### src/design/uart_dbg_pkg.sv
// Constants are fixed at elaboration; only the low WB_ADDR_W and LEN_W bits of a field are kept
package uart_dbg_pkg;

  ////////////////////////////////////////////////////////////////////////////
  // Serial timing
  ////////////////////////////////////////////////////////////////////////////

  // Kept small so that simulation stays short
  localparam int unsigned CLKS_PER_BIT = 16;
  localparam int unsigned BIT_CNT_W    = $clog2(CLKS_PER_BIT);

  ////////////////////////////////////////////////////////////////////////////
  // Protocol byte codes
  ////////////////////////////////////////////////////////////////////////////

  localparam logic [7:0] CMD_READ  = 8'h11;
  localparam logic [7:0] CMD_WRITE = 8'h12;
  localparam logic [7:0] CMD_EXEC  = 8'h13;
  localparam logic [7:0] BYTE_ACK  = 8'h06;
  localparam logic [7:0] BYTE_EOT  = 8'h04;

  ////////////////////////////////////////////////////////////////////////////
  // Widths
  ////////////////////////////////////////////////////////////////////////////

  localparam int unsigned WB_ADDR_W   = 32;
  localparam int unsigned LEN_W       = 16;
  // Address and length always travel as 8 bytes, LSB first
  localparam int unsigned FIELD_BYTES = 8;
  localparam int unsigned FIELD_CNT_W = $clog2(FIELD_BYTES);

  ////////////////////////////////////////////////////////////////////////////
  // Types
  ////////////////////////////////////////////////////////////////////////////

  typedef logic [7:0]           byte_t;
  typedef logic [WB_ADDR_W-1:0] wb_addr_t;
  typedef logic [LEN_W-1:0]     xfer_len_t;

  // One received byte, valid for a single cycle
  typedef struct packed {
    logic  valid;
    byte_t data;
  } rx_byte_t;

  // Wishbone classic request, byte wide
  typedef struct packed {
    logic     cyc;
    logic     stb;
    logic     we;
    wb_addr_t adr;
    byte_t    dat;
  } wb_req_t;

  typedef struct packed {
    logic  ack;
    byte_t dat;
  } wb_rsp_t;

endpackage

### src/design/uart_dbg_rx.sv
// 8N1 receiver without parity or back-pressure; a frame with a low stop bit is dropped silently
`timescale 1ns/1ps

module uart_dbg_rx (
  input  logic                   clk,
  input  logic                   rst_n_i,
  input  logic                   rx_i,
  output uart_dbg_pkg::rx_byte_t byte_o
);

  import uart_dbg_pkg::*;

  typedef enum logic [1:0] {
    RX_IDLE,
    RX_START,
    RX_DATA,
    RX_STOP
  } rx_state_e;

  rx_state_e              state_q;
  logic                   rx_meta_q;
  logic                   rx_sync_q;
  logic [BIT_CNT_W-1:0]   cnt_q;
  logic [2:0]             bit_q;
  logic                   valid_q;
  byte_t                  shift_q;
  logic                   bit_end;

  // Line idles high, so the synchronizer comes out of reset high
  always_ff @(posedge clk or negedge rst_n_i) begin
    if (!rst_n_i) begin
      rx_meta_q <= 1'b1;
      rx_sync_q <= 1'b1;
    end else begin
      rx_meta_q <= rx_i;
      rx_sync_q <= rx_meta_q;
    end
  end

  assign bit_end = (cnt_q == BIT_CNT_W'(CLKS_PER_BIT - 1));

  always_ff @(posedge clk or negedge rst_n_i) begin
    if (!rst_n_i) begin
      state_q <= RX_IDLE;
      cnt_q   <= '0;
      bit_q   <= '0;
      valid_q <= 1'b0;
    end else begin
      valid_q <= 1'b0;
      cnt_q   <= cnt_q + 1'b1;
      unique case (state_q)
        RX_IDLE: begin
          cnt_q <= '0;
          if (!rx_sync_q) state_q <= RX_START;
        end
        RX_START: begin
          // Middle of start bit; a high line here was only a glitch
          if (cnt_q == BIT_CNT_W'(CLKS_PER_BIT / 2 - 1)) begin
            cnt_q   <= '0;
            bit_q   <= '0;
            state_q <= rx_sync_q ? RX_IDLE : RX_DATA;
          end
        end
        RX_DATA: begin
          if (bit_end) begin
            cnt_q <= '0;
            bit_q <= bit_q + 1'b1;
            if (bit_q == 3'd7) state_q <= RX_STOP;
          end
        end
        RX_STOP: begin
          if (bit_end) begin
            valid_q <= rx_sync_q;
            state_q <= RX_IDLE;
          end
        end
        default: state_q <= RX_IDLE;
      endcase
    end
  end

  // Data bits arrive LSB first
  always_ff @(posedge clk) begin
    if (state_q == RX_DATA && bit_end) shift_q <= {rx_sync_q, shift_q[7:1]};
  end

  assign byte_o = '{valid: valid_q, data: shift_q};

  // Strobe closes the frame whose start bit was sampled low nine bit times earlier
  a_strobe_after_stop : assert property (@(posedge clk) disable iff (!rst_n_i)
    valid_q |-> !$past(rx_sync_q, 9 * CLKS_PER_BIT + 1))
    else $error("rx strobe inside a frame");

endmodule

### src/design/uart_dbg_tx.sv
// 8N1 transmitter without parity; start_i is only legal while busy_o is low
`timescale 1ns/1ps

module uart_dbg_tx (
  input  logic                clk,
  input  logic                rst_n_i,
  input  logic                start_i,
  input  uart_dbg_pkg::byte_t data_i,
  output logic                busy_o,
  output logic                tx_o
);

  import uart_dbg_pkg::*;

  // Stop, data and start bit; bit 0 is on the line
  logic [9:0]           shift_q;
  logic [BIT_CNT_W-1:0] cnt_q;
  logic [3:0]           bit_q;
  logic                 busy_q;

  always_ff @(posedge clk or negedge rst_n_i) begin
    if (!rst_n_i) begin
      shift_q <= '1;
      cnt_q   <= '0;
      bit_q   <= '0;
      busy_q  <= 1'b0;
    end else if (!busy_q) begin
      if (start_i) begin
        shift_q <= {1'b1, data_i, 1'b0};
        cnt_q   <= '0;
        bit_q   <= '0;
        busy_q  <= 1'b1;
      end
    end else if (cnt_q == BIT_CNT_W'(CLKS_PER_BIT - 1)) begin
      cnt_q   <= '0;
      // Ones fill in behind, so the line idles high afterwards
      shift_q <= {1'b1, shift_q[9:1]};
      if (bit_q == 4'd9) begin
        busy_q <= 1'b0;
      end else begin
        bit_q <= bit_q + 1'b1;
      end
    end else begin
      cnt_q <= cnt_q + 1'b1;
    end
  end

  assign tx_o   = shift_q[0];
  assign busy_o = busy_q;

  // Engine must hold off while a frame is going out
  a_no_start_when_busy : assert property (@(posedge clk) disable iff (!rst_n_i)
    busy_q |-> !start_i)
    else $error("tx start while busy");

endmodule

### src/design/uart_dbg_engine.sv
// One Wishbone access in flight at a time; each write access must end within one frame time
`timescale 1ns/1ps

module uart_dbg_engine (
  input  logic                     clk,
  input  logic                     rst_n_i,
  input  uart_dbg_pkg::rx_byte_t   rx_byte_i,
  output logic                     tx_start_o,
  output uart_dbg_pkg::byte_t      tx_byte_o,
  input  logic                     tx_busy_i,
  output uart_dbg_pkg::wb_req_t    wb_req_o,
  input  uart_dbg_pkg::wb_rsp_t    wb_rsp_i,
  output logic                     launch_o,
  output uart_dbg_pkg::wb_addr_t   entry_o
);

  import uart_dbg_pkg::*;

  typedef enum logic [2:0] {
    S_IDLE,
    S_ADDR,
    S_LEN,
    S_ACK,
    S_DATA,
    S_EOT,
    S_EXEC
  } state_e;

  state_e                 state_q;
  byte_t                  cmd_q;
  logic [FIELD_CNT_W-1:0] fld_cnt_q;
  wb_addr_t               addr_q;
  xfer_len_t              len_q;
  wb_req_t                wb_q;
  byte_t                  tx_byte_q;
  logic                   tx_pend_q;
  logic                   tx_fire;
  logic                   last_fld;
  logic                   is_rw;

  ////////////////////////////////////////////////////////////////////////////
  // Helpers
  ////////////////////////////////////////////////////////////////////////////

  // A pending byte leaves as soon as the transmitter is free
  assign tx_fire  = tx_pend_q && !tx_busy_i;
  assign last_fld = (fld_cnt_q == FIELD_CNT_W'(FIELD_BYTES - 1));
  assign is_rw    = (cmd_q == CMD_READ) || (cmd_q == CMD_WRITE);

  ////////////////////////////////////////////////////////////////////////////
  // Protocol FSM
  ////////////////////////////////////////////////////////////////////////////

  always_ff @(posedge clk or negedge rst_n_i) begin
    if (!rst_n_i) begin
      state_q   <= S_IDLE;
      cmd_q     <= '0;
      fld_cnt_q <= '0;
      addr_q    <= '0;
      len_q     <= '0;
      wb_q      <= '0;
      tx_byte_q <= '0;
      tx_pend_q <= 1'b0;
    end else begin
      if (tx_fire) tx_pend_q <= 1'b0;
      unique case (state_q)
        S_IDLE: begin
          fld_cnt_q <= '0;
          if (rx_byte_i.valid) begin
            cmd_q <= rx_byte_i.data;
            case (rx_byte_i.data)
              CMD_READ, CMD_WRITE, CMD_EXEC: state_q <= S_ADDR;
              BYTE_ACK: begin
                state_q   <= S_ACK;
                tx_byte_q <= BYTE_ACK;
                tx_pend_q <= 1'b1;
              end
              default: state_q <= S_IDLE;
            endcase
          end
        end
        S_ADDR: begin
          if (rx_byte_i.valid) begin
            // Upper bytes beyond the bus width are dropped
            if (fld_cnt_q < WB_ADDR_W / 8) addr_q[8*fld_cnt_q +: 8] <= rx_byte_i.data;
            fld_cnt_q <= fld_cnt_q + 1'b1;
            if (last_fld) state_q <= (cmd_q == CMD_EXEC) ? S_EXEC : S_LEN;
          end
        end
        S_LEN: begin
          if (rx_byte_i.valid) begin
            if (fld_cnt_q < LEN_W / 8) len_q[8*fld_cnt_q +: 8] <= rx_byte_i.data;
            fld_cnt_q <= fld_cnt_q + 1'b1;
            if (last_fld) begin
              state_q   <= S_ACK;
              tx_byte_q <= BYTE_ACK;
              tx_pend_q <= 1'b1;
            end
          end
        end
        S_EXEC: begin
          // launch_o is up for this single cycle
          state_q   <= S_ACK;
          tx_byte_q <= BYTE_ACK;
          tx_pend_q <= 1'b1;
        end
        S_ACK: begin
          if (tx_fire) state_q <= is_rw ? S_DATA : S_IDLE;
        end
        S_DATA: begin
          if (wb_q.cyc) begin
            if (wb_rsp_i.ack) begin
              wb_q.cyc <= 1'b0;
              wb_q.stb <= 1'b0;
              addr_q   <= addr_q + wb_addr_t'(1);
              len_q    <= len_q - xfer_len_t'(1);
              // Read data is taken in the ack cycle
              if (!wb_q.we) begin
                tx_byte_q <= wb_rsp_i.dat;
                tx_pend_q <= 1'b1;
              end
            end
          end else if (len_q == '0) begin
            // Last read byte must be handed off before EOT
            if (!tx_pend_q) begin
              state_q   <= S_EOT;
              tx_byte_q <= BYTE_EOT;
              tx_pend_q <= 1'b1;
            end
          end else if (cmd_q == CMD_READ) begin
            if (!tx_pend_q) begin
              wb_q.cyc <= 1'b1;
              wb_q.stb <= 1'b1;
              wb_q.we  <= 1'b0;
              wb_q.adr <= addr_q;
            end
          end else if (rx_byte_i.valid) begin
            wb_q.cyc <= 1'b1;
            wb_q.stb <= 1'b1;
            wb_q.we  <= 1'b1;
            wb_q.adr <= addr_q;
            wb_q.dat <= rx_byte_i.data;
          end
        end
        S_EOT: begin
          if (tx_fire) state_q <= S_IDLE;
        end
        default: state_q <= S_IDLE;
      endcase
    end
  end

  assign tx_start_o = tx_fire;
  assign tx_byte_o  = tx_byte_q;
  assign wb_req_o   = wb_q;
  assign launch_o   = (state_q == S_EXEC);
  assign entry_o    = addr_q;

  ////////////////////////////////////////////////////////////////////////////
  // Bus checks
  ////////////////////////////////////////////////////////////////////////////

  a_stb_in_cyc : assert property (@(posedge clk) disable iff (!rst_n_i)
    wb_q.stb |-> wb_q.cyc)
    else $error("wb stb without cyc");

  // Request holds until the slave acks
  a_adr_stable : assert property (@(posedge clk) disable iff (!rst_n_i)
    wb_q.stb && !wb_rsp_i.ack |=> wb_q.stb && $stable(wb_q.adr))
    else $error("wb request changed before ack");

endmodule

### src/design/uart_dbg_top.sv
// UART debug target; the bus side must ack every write within one serial frame time
`timescale 1ns/1ps

module uart_dbg_top (
  input  logic                   clk,
  input  logic                   rst_n_i,
  input  logic                   uart_rx_i,
  output logic                   uart_tx_o,
  output uart_dbg_pkg::wb_req_t  wb_req_o,
  input  uart_dbg_pkg::wb_rsp_t  wb_rsp_i,
  output logic                   launch_o,
  output uart_dbg_pkg::wb_addr_t entry_o
);

  import uart_dbg_pkg::*;

  rx_byte_t rx_byte;
  logic     tx_start;
  byte_t    tx_byte;
  logic     tx_busy;

  // Serial in
  uart_dbg_rx u_rx (
    .clk     ( clk       ),
    .rst_n_i ( rst_n_i   ),
    .rx_i    ( uart_rx_i ),
    .byte_o  ( rx_byte   )
  );

  // Command decode and bus master
  uart_dbg_engine u_engine (
    .clk        ( clk      ),
    .rst_n_i    ( rst_n_i  ),
    .rx_byte_i  ( rx_byte  ),
    .tx_start_o ( tx_start ),
    .tx_byte_o  ( tx_byte  ),
    .tx_busy_i  ( tx_busy  ),
    .wb_req_o   ( wb_req_o ),
    .wb_rsp_i   ( wb_rsp_i ),
    .launch_o   ( launch_o ),
    .entry_o    ( entry_o  )
  );

  // Serial out
  uart_dbg_tx u_tx (
    .clk     ( clk       ),
    .rst_n_i ( rst_n_i   ),
    .start_i ( tx_start  ),
    .data_i  ( tx_byte   ),
    .busy_o  ( tx_busy   ),
    .tx_o    ( uart_tx_o )
  );

endmodule

### config.mk
export PLATFORM = sky130hd
export DESIGN_NAME = uart_dbg_top
export DESIGN_NICKNAME = d
export VERILOG_FILES = /design/src/design/uart_dbg_pkg.sv /design/src/design/uart_dbg_rx.sv /design/src/design/uart_dbg_tx.sv /design/src/design/uart_dbg_engine.sv /design/src/design/uart_dbg_top.sv
export SDC_FILE = /design/constraint.sdc
export NUM_CORES = 1
export LEC_CHECK = 0
export ABC_AREA = 1
export CAP_MARGIN = 20
export CORE_MARGIN = 4
export CORE_UTILIZATION = 53
export DETAILED_ROUTE_END_ITERATION = 8
export DONT_BUFFER_PORTS = 1
export GPL_ROUTABILITY_DRIVEN = 0
export PLACE_DENSITY = 0.65
export SLEW_MARGIN = 15
export SYNTH_ARGS = -nofsm -noshare
export SYNTH_HDL_FRONTEND = slang
export SYNTH_SLANG_ARGS = --single-unit
### constraint.sdc
create_clock -name clk -period 2.76 [get_ports clk]
set_clock_uncertainty 0.05 [all_clocks]
set_input_delay 0.552 -clock clk [delete_from_list [all_inputs] [get_ports clk]]
set_output_delay 0.552 -clock clk [all_outputs]
set_load 0.005 [all_outputs]
; ---- Word-level counts from Yosys, hierarchy flattened
; Cells that the tools add are included.
; W data, S select, Z words.
[totals]
input_bits = 12
regBits = 153
[op_classes]
magnitude_cmp = 2
bitwise = 3
shifts = 4
mux = 84
n_reduce_logical = 30
add_sub_neg = 8
n_eq_ne = 53
[ops]
columns = op, count
row1 = $mux W32, 4
row2 = $mux W43, 2
row3 = $mux W8, 10
row4 = $mux W35, 2
row5 = $mux W16, 4
row6 = $pmux W32 S2, 1
row7 = $eq A8 B5 Y1 const B, 6
row8 = $mux W3, 15
row9 = $neg A6 Y34, 1
row10 = $shift A8 B34 Y16 const A, 1
row11 = $shift A8 B34 Y32 const A, 1
row12 = $shiftx A8 B34 Y16, 1
row13 = $shiftx A8 B34 Y32, 1
row14 = $add A32 B1 Y32 const B, 1
row15 = $bwmux W32, 1
row16 = $mux W4, 8
row17 = $pmux W16 S2, 1
row18 = $pmux W8 S4, 1
row19 = $mux W10, 3
row20 = $reduce_and A5 Y1, 6
row21 = $ne A2 B2 Y1 const B, 14
row22 = $ne A2 B1 Y1 const B, 12
row23 = $pmux W3 S7, 1
row24 = $bwmux W16, 1
row25 = 39 further kinds, 86

; ---- Depth between registers and ports, before layout
[depth]
ltp_word = 7
mapped_depth = 13
ltp_nobuf = 12

; ---- Hierarchy
; Synthesis repeated with hierarchy kept, for this count alone.
[hier_totals]
hier_cells = 1237
hier_area_um2 = 8918.6
[by_module_without_submodules]
columns = module, area_per_inst_um2, cells_per_inst, seq_area_each_um2, instances
row1 = uart_dbg_engine, 7140.6, 1049, 2852.7, 1
row2 = uart_dbg_tx, 943.4, 120, 461.7, 1
row3 = uart_dbg_rx, 834.6, 68, 543.0, 1

; ---- Worst setup path after synthesis
; Ideal clock, no wire load.
[synth_timing]
path_type = reg2reg
start = register u_engine.fld_cnt_q[0]
end = register u_engine.len_q[12]
arrival_time_ps = 1963
n_path_buf = 1
slack_ps = 631
t_required_ps = 2594
setup_ps = 116
stages_incl_launch_ff = 14
cell_sequence = dfrtp_1 > inv_1 > ha_1 > ha_1 > buf_2 > inv_1 > nor3_1 > nand2_1 > nand2_1 > nand3_4 > inv_2 > nand2_1 > nand2_1 > nand2_1
[synth_via]
elab_chain_cells = 6
elab_cells_between_ends = 10
cone_classes = add/sub (1) / order compare (1) / eq/ne (1) / shift (2) / mux (4) / reduce/logical (1)
[synth_lines]
columns = element, line_no
row1 = "start, declared", uart_dbg_engine.sv:31  ; logic [FIELD_CNT_W-1:0] fld_cnt_q;
row2 = "start signal, assigned", uart_dbg_engine.sv:86  ; fld_cnt_q <= fld_cnt_q + 1'b1;
row3 = "start signal, assigned", uart_dbg_engine.sv:93  ; fld_cnt_q <= fld_cnt_q + 1'b1;
row4 = $neg A6 Y34, uart_dbg_engine.sv:92  ; if (fld_cnt_q < LEN_W / 8) len_q[8*fld_cnt_q +: 8] <= rx_byte_i.data;
row5 = $shiftx A8 B34 Y16 / $shift A8 B34 Y16 (equally long branches), uart_dbg_engine.sv:92
row6 = $bwmux W16, uart_dbg_engine.sv:92
row7 = $mux W16, uart_dbg_engine.sv:92
row8 = $mux W16, uart_dbg_engine.sv:91  ; if (rx_byte_i.valid) begin
row9 = $pmux W16 S2, uart_dbg_engine.sv:66  ; unique case (state_q)
row10 = "end signal, assigned by index", uart_dbg_engine.sv:92
row11 = "end signal, assigned", uart_dbg_engine.sv:116  ; len_q <= len_q - xfer_len_t'(1);
row12 = "end, declared", uart_dbg_engine.sv:33  ; xfer_len_t len_q;
; Several ways; a longest one is shown, not always the timed one. The select of a mux whose other input is x is not followed.
; A chain may end at the register's enable or synchronous reset.

; ---- Worst setup path after layout
[layout_timing]
start = register u_engine.fld_cnt_q[1]
end = register u_engine.len_q[12]
; The elaborated chain is that of the path after synthesis.

==> results.txt <==
Worst setup SP type -> flop
Starting Density -> 0.539
Global-route track usage on met1 -> 0.375
Yosys warns -> 0
First-pass GRT wire length -> 38500 um
Sink Count -> 152
CP max stage delay -> 0.40 ns
Synth Net Count -> 1261
Worst-margin pin slew -> 0.652 ns
Max Fclk -> 420 MHz
Placed cell count -> 1435
Fill cells -> 1587
Levels on crit path -> 12
Class of the most critical setup path -> reg -> reg
Port bufs -> 0
Failing checks -> hold timing
Final Util -> 0.587
Core ar. -> 16600 sq um
Total Negative Setup Slacks -> 0 ns
Die area -> 19000 sq um
Final nets -> 1266
CP Max Fanout -> 10
Initial antenna violation count -> 0
Die height -> 138 um
Area contributors post-synth -> dfrtp_1 37%, nand2_1 17%, nor2_1 6.9%, inv_1 5.5%, nand3_1 4.8%
Slew Limit Fails -> 0
H-tree depth -> 4
Cts bufs inserted -> 17
Vias -> 7915
Synthesized area -> 8940 sq um
Family with the most delay on the worst path -> simple AND/OR/NAND/NOR gates
FF+latch count, synth -> 152
CP most frequent cell -> nand2_1
Critical Path AT -> 2.66 ns
Die Width -> 138 um
Count of buffer and inverter cells on the critical path -> 3
Clock Latency Late Sink -> 0.43 ns
Drt drc -> 0
Peak VDD IR -> 620 uV
Post-Synthesis Cells -> 1229
Routed wire per std cell -> 16.0 um
Setup crit end kind -> flop
Fin crit period -> 2.38 ns
Post-CTS Setup Inserts -> 0
Leakage -> 4.91 nW
Final ANT Viol Nets -> 0
Slowest-stage cell, CP -> dfrtp_1
WP data required -> 3.04 ns
P per Cell Area -> 512 nW/um^2
Post-route insts no fill -> 1467
Met3 Use GR -> 0.0570
Final setup violation count -> 0
Primary FF master, synth -> dfrtp_1
Status -> finished, violations left
Area Growth Syn to Fin -> 8.82%
Resize count post-CTS -> 0
Register area share after synthesis -> 0.431
Clock buffer depth -> 2
Fin crit share -> 0.862
Gr ovfl total -> 0
CTS root buf -> clkbuf_16
HP Class -> in -> async
Number of synthesized flops with an enable pin -> 8
Top-area cell type share of the netlist area -> 0.372
Dominant cell type by area after synthesis -> dfrtp_1
Ports -> 89
GRT met2 Usage -> 0.388
HPWL after detailed placement -> 17300 um
Syn avg cell area -> 7.28 sq um
Hold Vio Cnt, Final -> 142
GRT busiest layer -> met2
Rel. slew slack -> 0.564
N_diodes -> 0
CTS clk-pin slew, worst paths -> 0.07 ns
Max-cap viol count -> 0
Async set-reset flop share out of synthesis -> 0.947
CTS tree -> yes
GRT Total Usage -> 0.258
Hold slack -> -0.236 ns
RSZ-0062 raised after global routing -> no
Crit-path cells -> inv_1, ha_1, ha_1, inv_1, nor3_1, nand2_1, nand2_1, nand3_4, inv_2, nand2_1, nand2_1, nand2_1
Worst reg2reg path depth -> 12
DR vias/cell -> 5.40
Pre-antenna DRT Iters -> 5
Std cell rows -> 47
Yosys cell types -> 47
Largest net degree at the start of global routing -> 145
Vias in the first global route -> 7445
Final wirelength -> 23500 um
Fraction of layout cells with a size suffix above 1 -> 0.0930
DRC marker count from the first detailed-route iteration -> 702
==> synthesized netlist by cell type, types with 7 or more instances <==
library cell / n
o21ai_0: 68
a31oi_1: 10
ha_1: 20
dfrtp_1: 133
nor2_1: 164
edfxtp_1: 8
nand3_1: 85
inv_1: 130
a21oi_1: 26
nand2_1: 407
o21ai_1: 21
dfstp_2: 11
o21ai_2: 23
nand4_1: 11
buf_6: 12
nand3b_1: 7
nor3_1: 16
==> cell families after synthesis <==
kind of cell / Yosys count / share of synthesized area
xor gates and xnor gates: 6 / 0.00588
AOI/OAI and AO/OA: 162 / 0.107
adders and majority gates: 20 / 0.0280
DFF: 152 / 0.431
buffers and inverters: 165 / 0.0821
muxes: 2 / 0.00252
and+or+nand+nor: 722 / 0.343
==> cell usage in the layout (no fill, tap or decap), types with 4 or more instances in the layout <==
| master | instances |
|---|---|
| nand3b_1 | 7 |
| clkbuf_16 | 17 |
| buf_4 | 11 |
| nand2_2 | 6 |
| o22ai_1 | 5 |
| dfstp_2 | 11 |
| dfrtp_1 | 133 |
| nor2_1 | 164 |
| inv_2 | 5 |
| inv_1 | 130 |
| ha_1 | 20 |
| nor3_1 | 16 |
| a21oi_1 | 26 |
| a21boi_1 | 4 |
| o21ai_2 | 23 |
| inv_6 | 6 |
| a31oi_1 | 10 |
| xor2_1 | 5 |
| nor2_4 | 5 |
| o21ai_1 | 21 |
| nand3_1 | 85 |
| edfxtp_1 | 8 |
| nand4_1 | 11 |
| nand2_1 | 407 |
| o21ai_0 | 68 |
| or2_2 | 4 |
==> sequential cells by signal, summed over array words and instances (netlist names), named ones only <==
| signal | cells |
|---|---|
| u_engine.fld_cnt_q | 3 |
| u_engine.tx_byte_o | 8 |
| u_rx.bit_q | 3 |
| u_engine.cmd_q | 8 |
| u_engine.len_q | 16 |
| u_rx.valid_q | 1 |
| u_rx.rx_meta_q | 1 |
| u_rx.shift_q | 8 |
| u_engine.state_q | 3 |
| u_engine.entry_o | 32 |
| u_tx.busy_o | 1 |
| u_rx.rx_sync_q | 1 |
| u_rx.cnt_q | 4 |
| u_tx.shift_q | 9 |
| u_engine.tx_pend_q | 1 |
| u_tx.bit_q | 4 |
| u_tx.cnt_q | 4 |
| u_engine.wb_req_o | 43 |
| u_rx.state_q | 1 |
==> cell type report <==
cell class | instances | area, sq um | share of cell area
sequential | 152 | 3860 | 0.396
clock inverter | 15 | 179 | 0.0184
multi-input combinational | 912 | 4350 | 0.447
timing repair buffer | 13 | 123 | 0.0126
clock buffer | 17 | 425 | 0.0437
tap | 220 | 275 | 0.0283
inverter | 138 | 520 | 0.0535
==> report_power, final <==
group	internal [W]	switching, W
registers	0.00229	0.0000344
logic	0.0000832	0.000148
clock network	0.00137	0.00106
total	0.00374	0.00124
==> metal layers <==
metal	up-vias	wire [um]
met5	-	0
met1	3687	10700
met2	247	10600
met4	0	419
li1	3940	-
met3	41	1740
==> through the flow <==
stage | instance area (sq um) | worst slack (ns) | power (W)
floorplan | 8940 | 0.631 | 0.00255
global placement | 9130 | 0.411 | 0.00259
detailed placement | 9130 | 0.409 | 0.00260
CTS | 9730 | 0.410 | 0.00503
global route | 9730 | 0.155 | 0.00520
finish | 9730 | 0.380 | 0.00499
==> final timing paths <==
| path | end | slack (ns) | startpoint |
|---|---|---|---|
| hold / removal | u_engine.tx_byte_o[0]$_DFFE_PN0P_ | -0.24 | rst_n_i |
| setup / recovery | u_engine.len_q[12]$_DFFE_PN0P_ | 0.38 | u_engine.fld_cnt_q[1]$_DFFE_PN0P_ |
| hold reg to reg | u_rx.rx_sync_q$_DFF_PN1_ | 0.32 | u_rx.rx_meta_q$_DFF_PN1_ |
| setup reg to reg | u_engine.len_q[12]$_DFFE_PN0P_ | 0.38 | u_engine.fld_cnt_q[1]$_DFFE_PN0P_ |
| min in group clk | u_rx.rx_meta_q$_DFF_PN1_ | 0.07 | uart_rx_i |
| max in group asynchronous | u_rx.rx_sync_q$_DFF_PN1_ | 2.58 | rst_n_i |
Note: power is estimated with default switching activity, not from simulation.
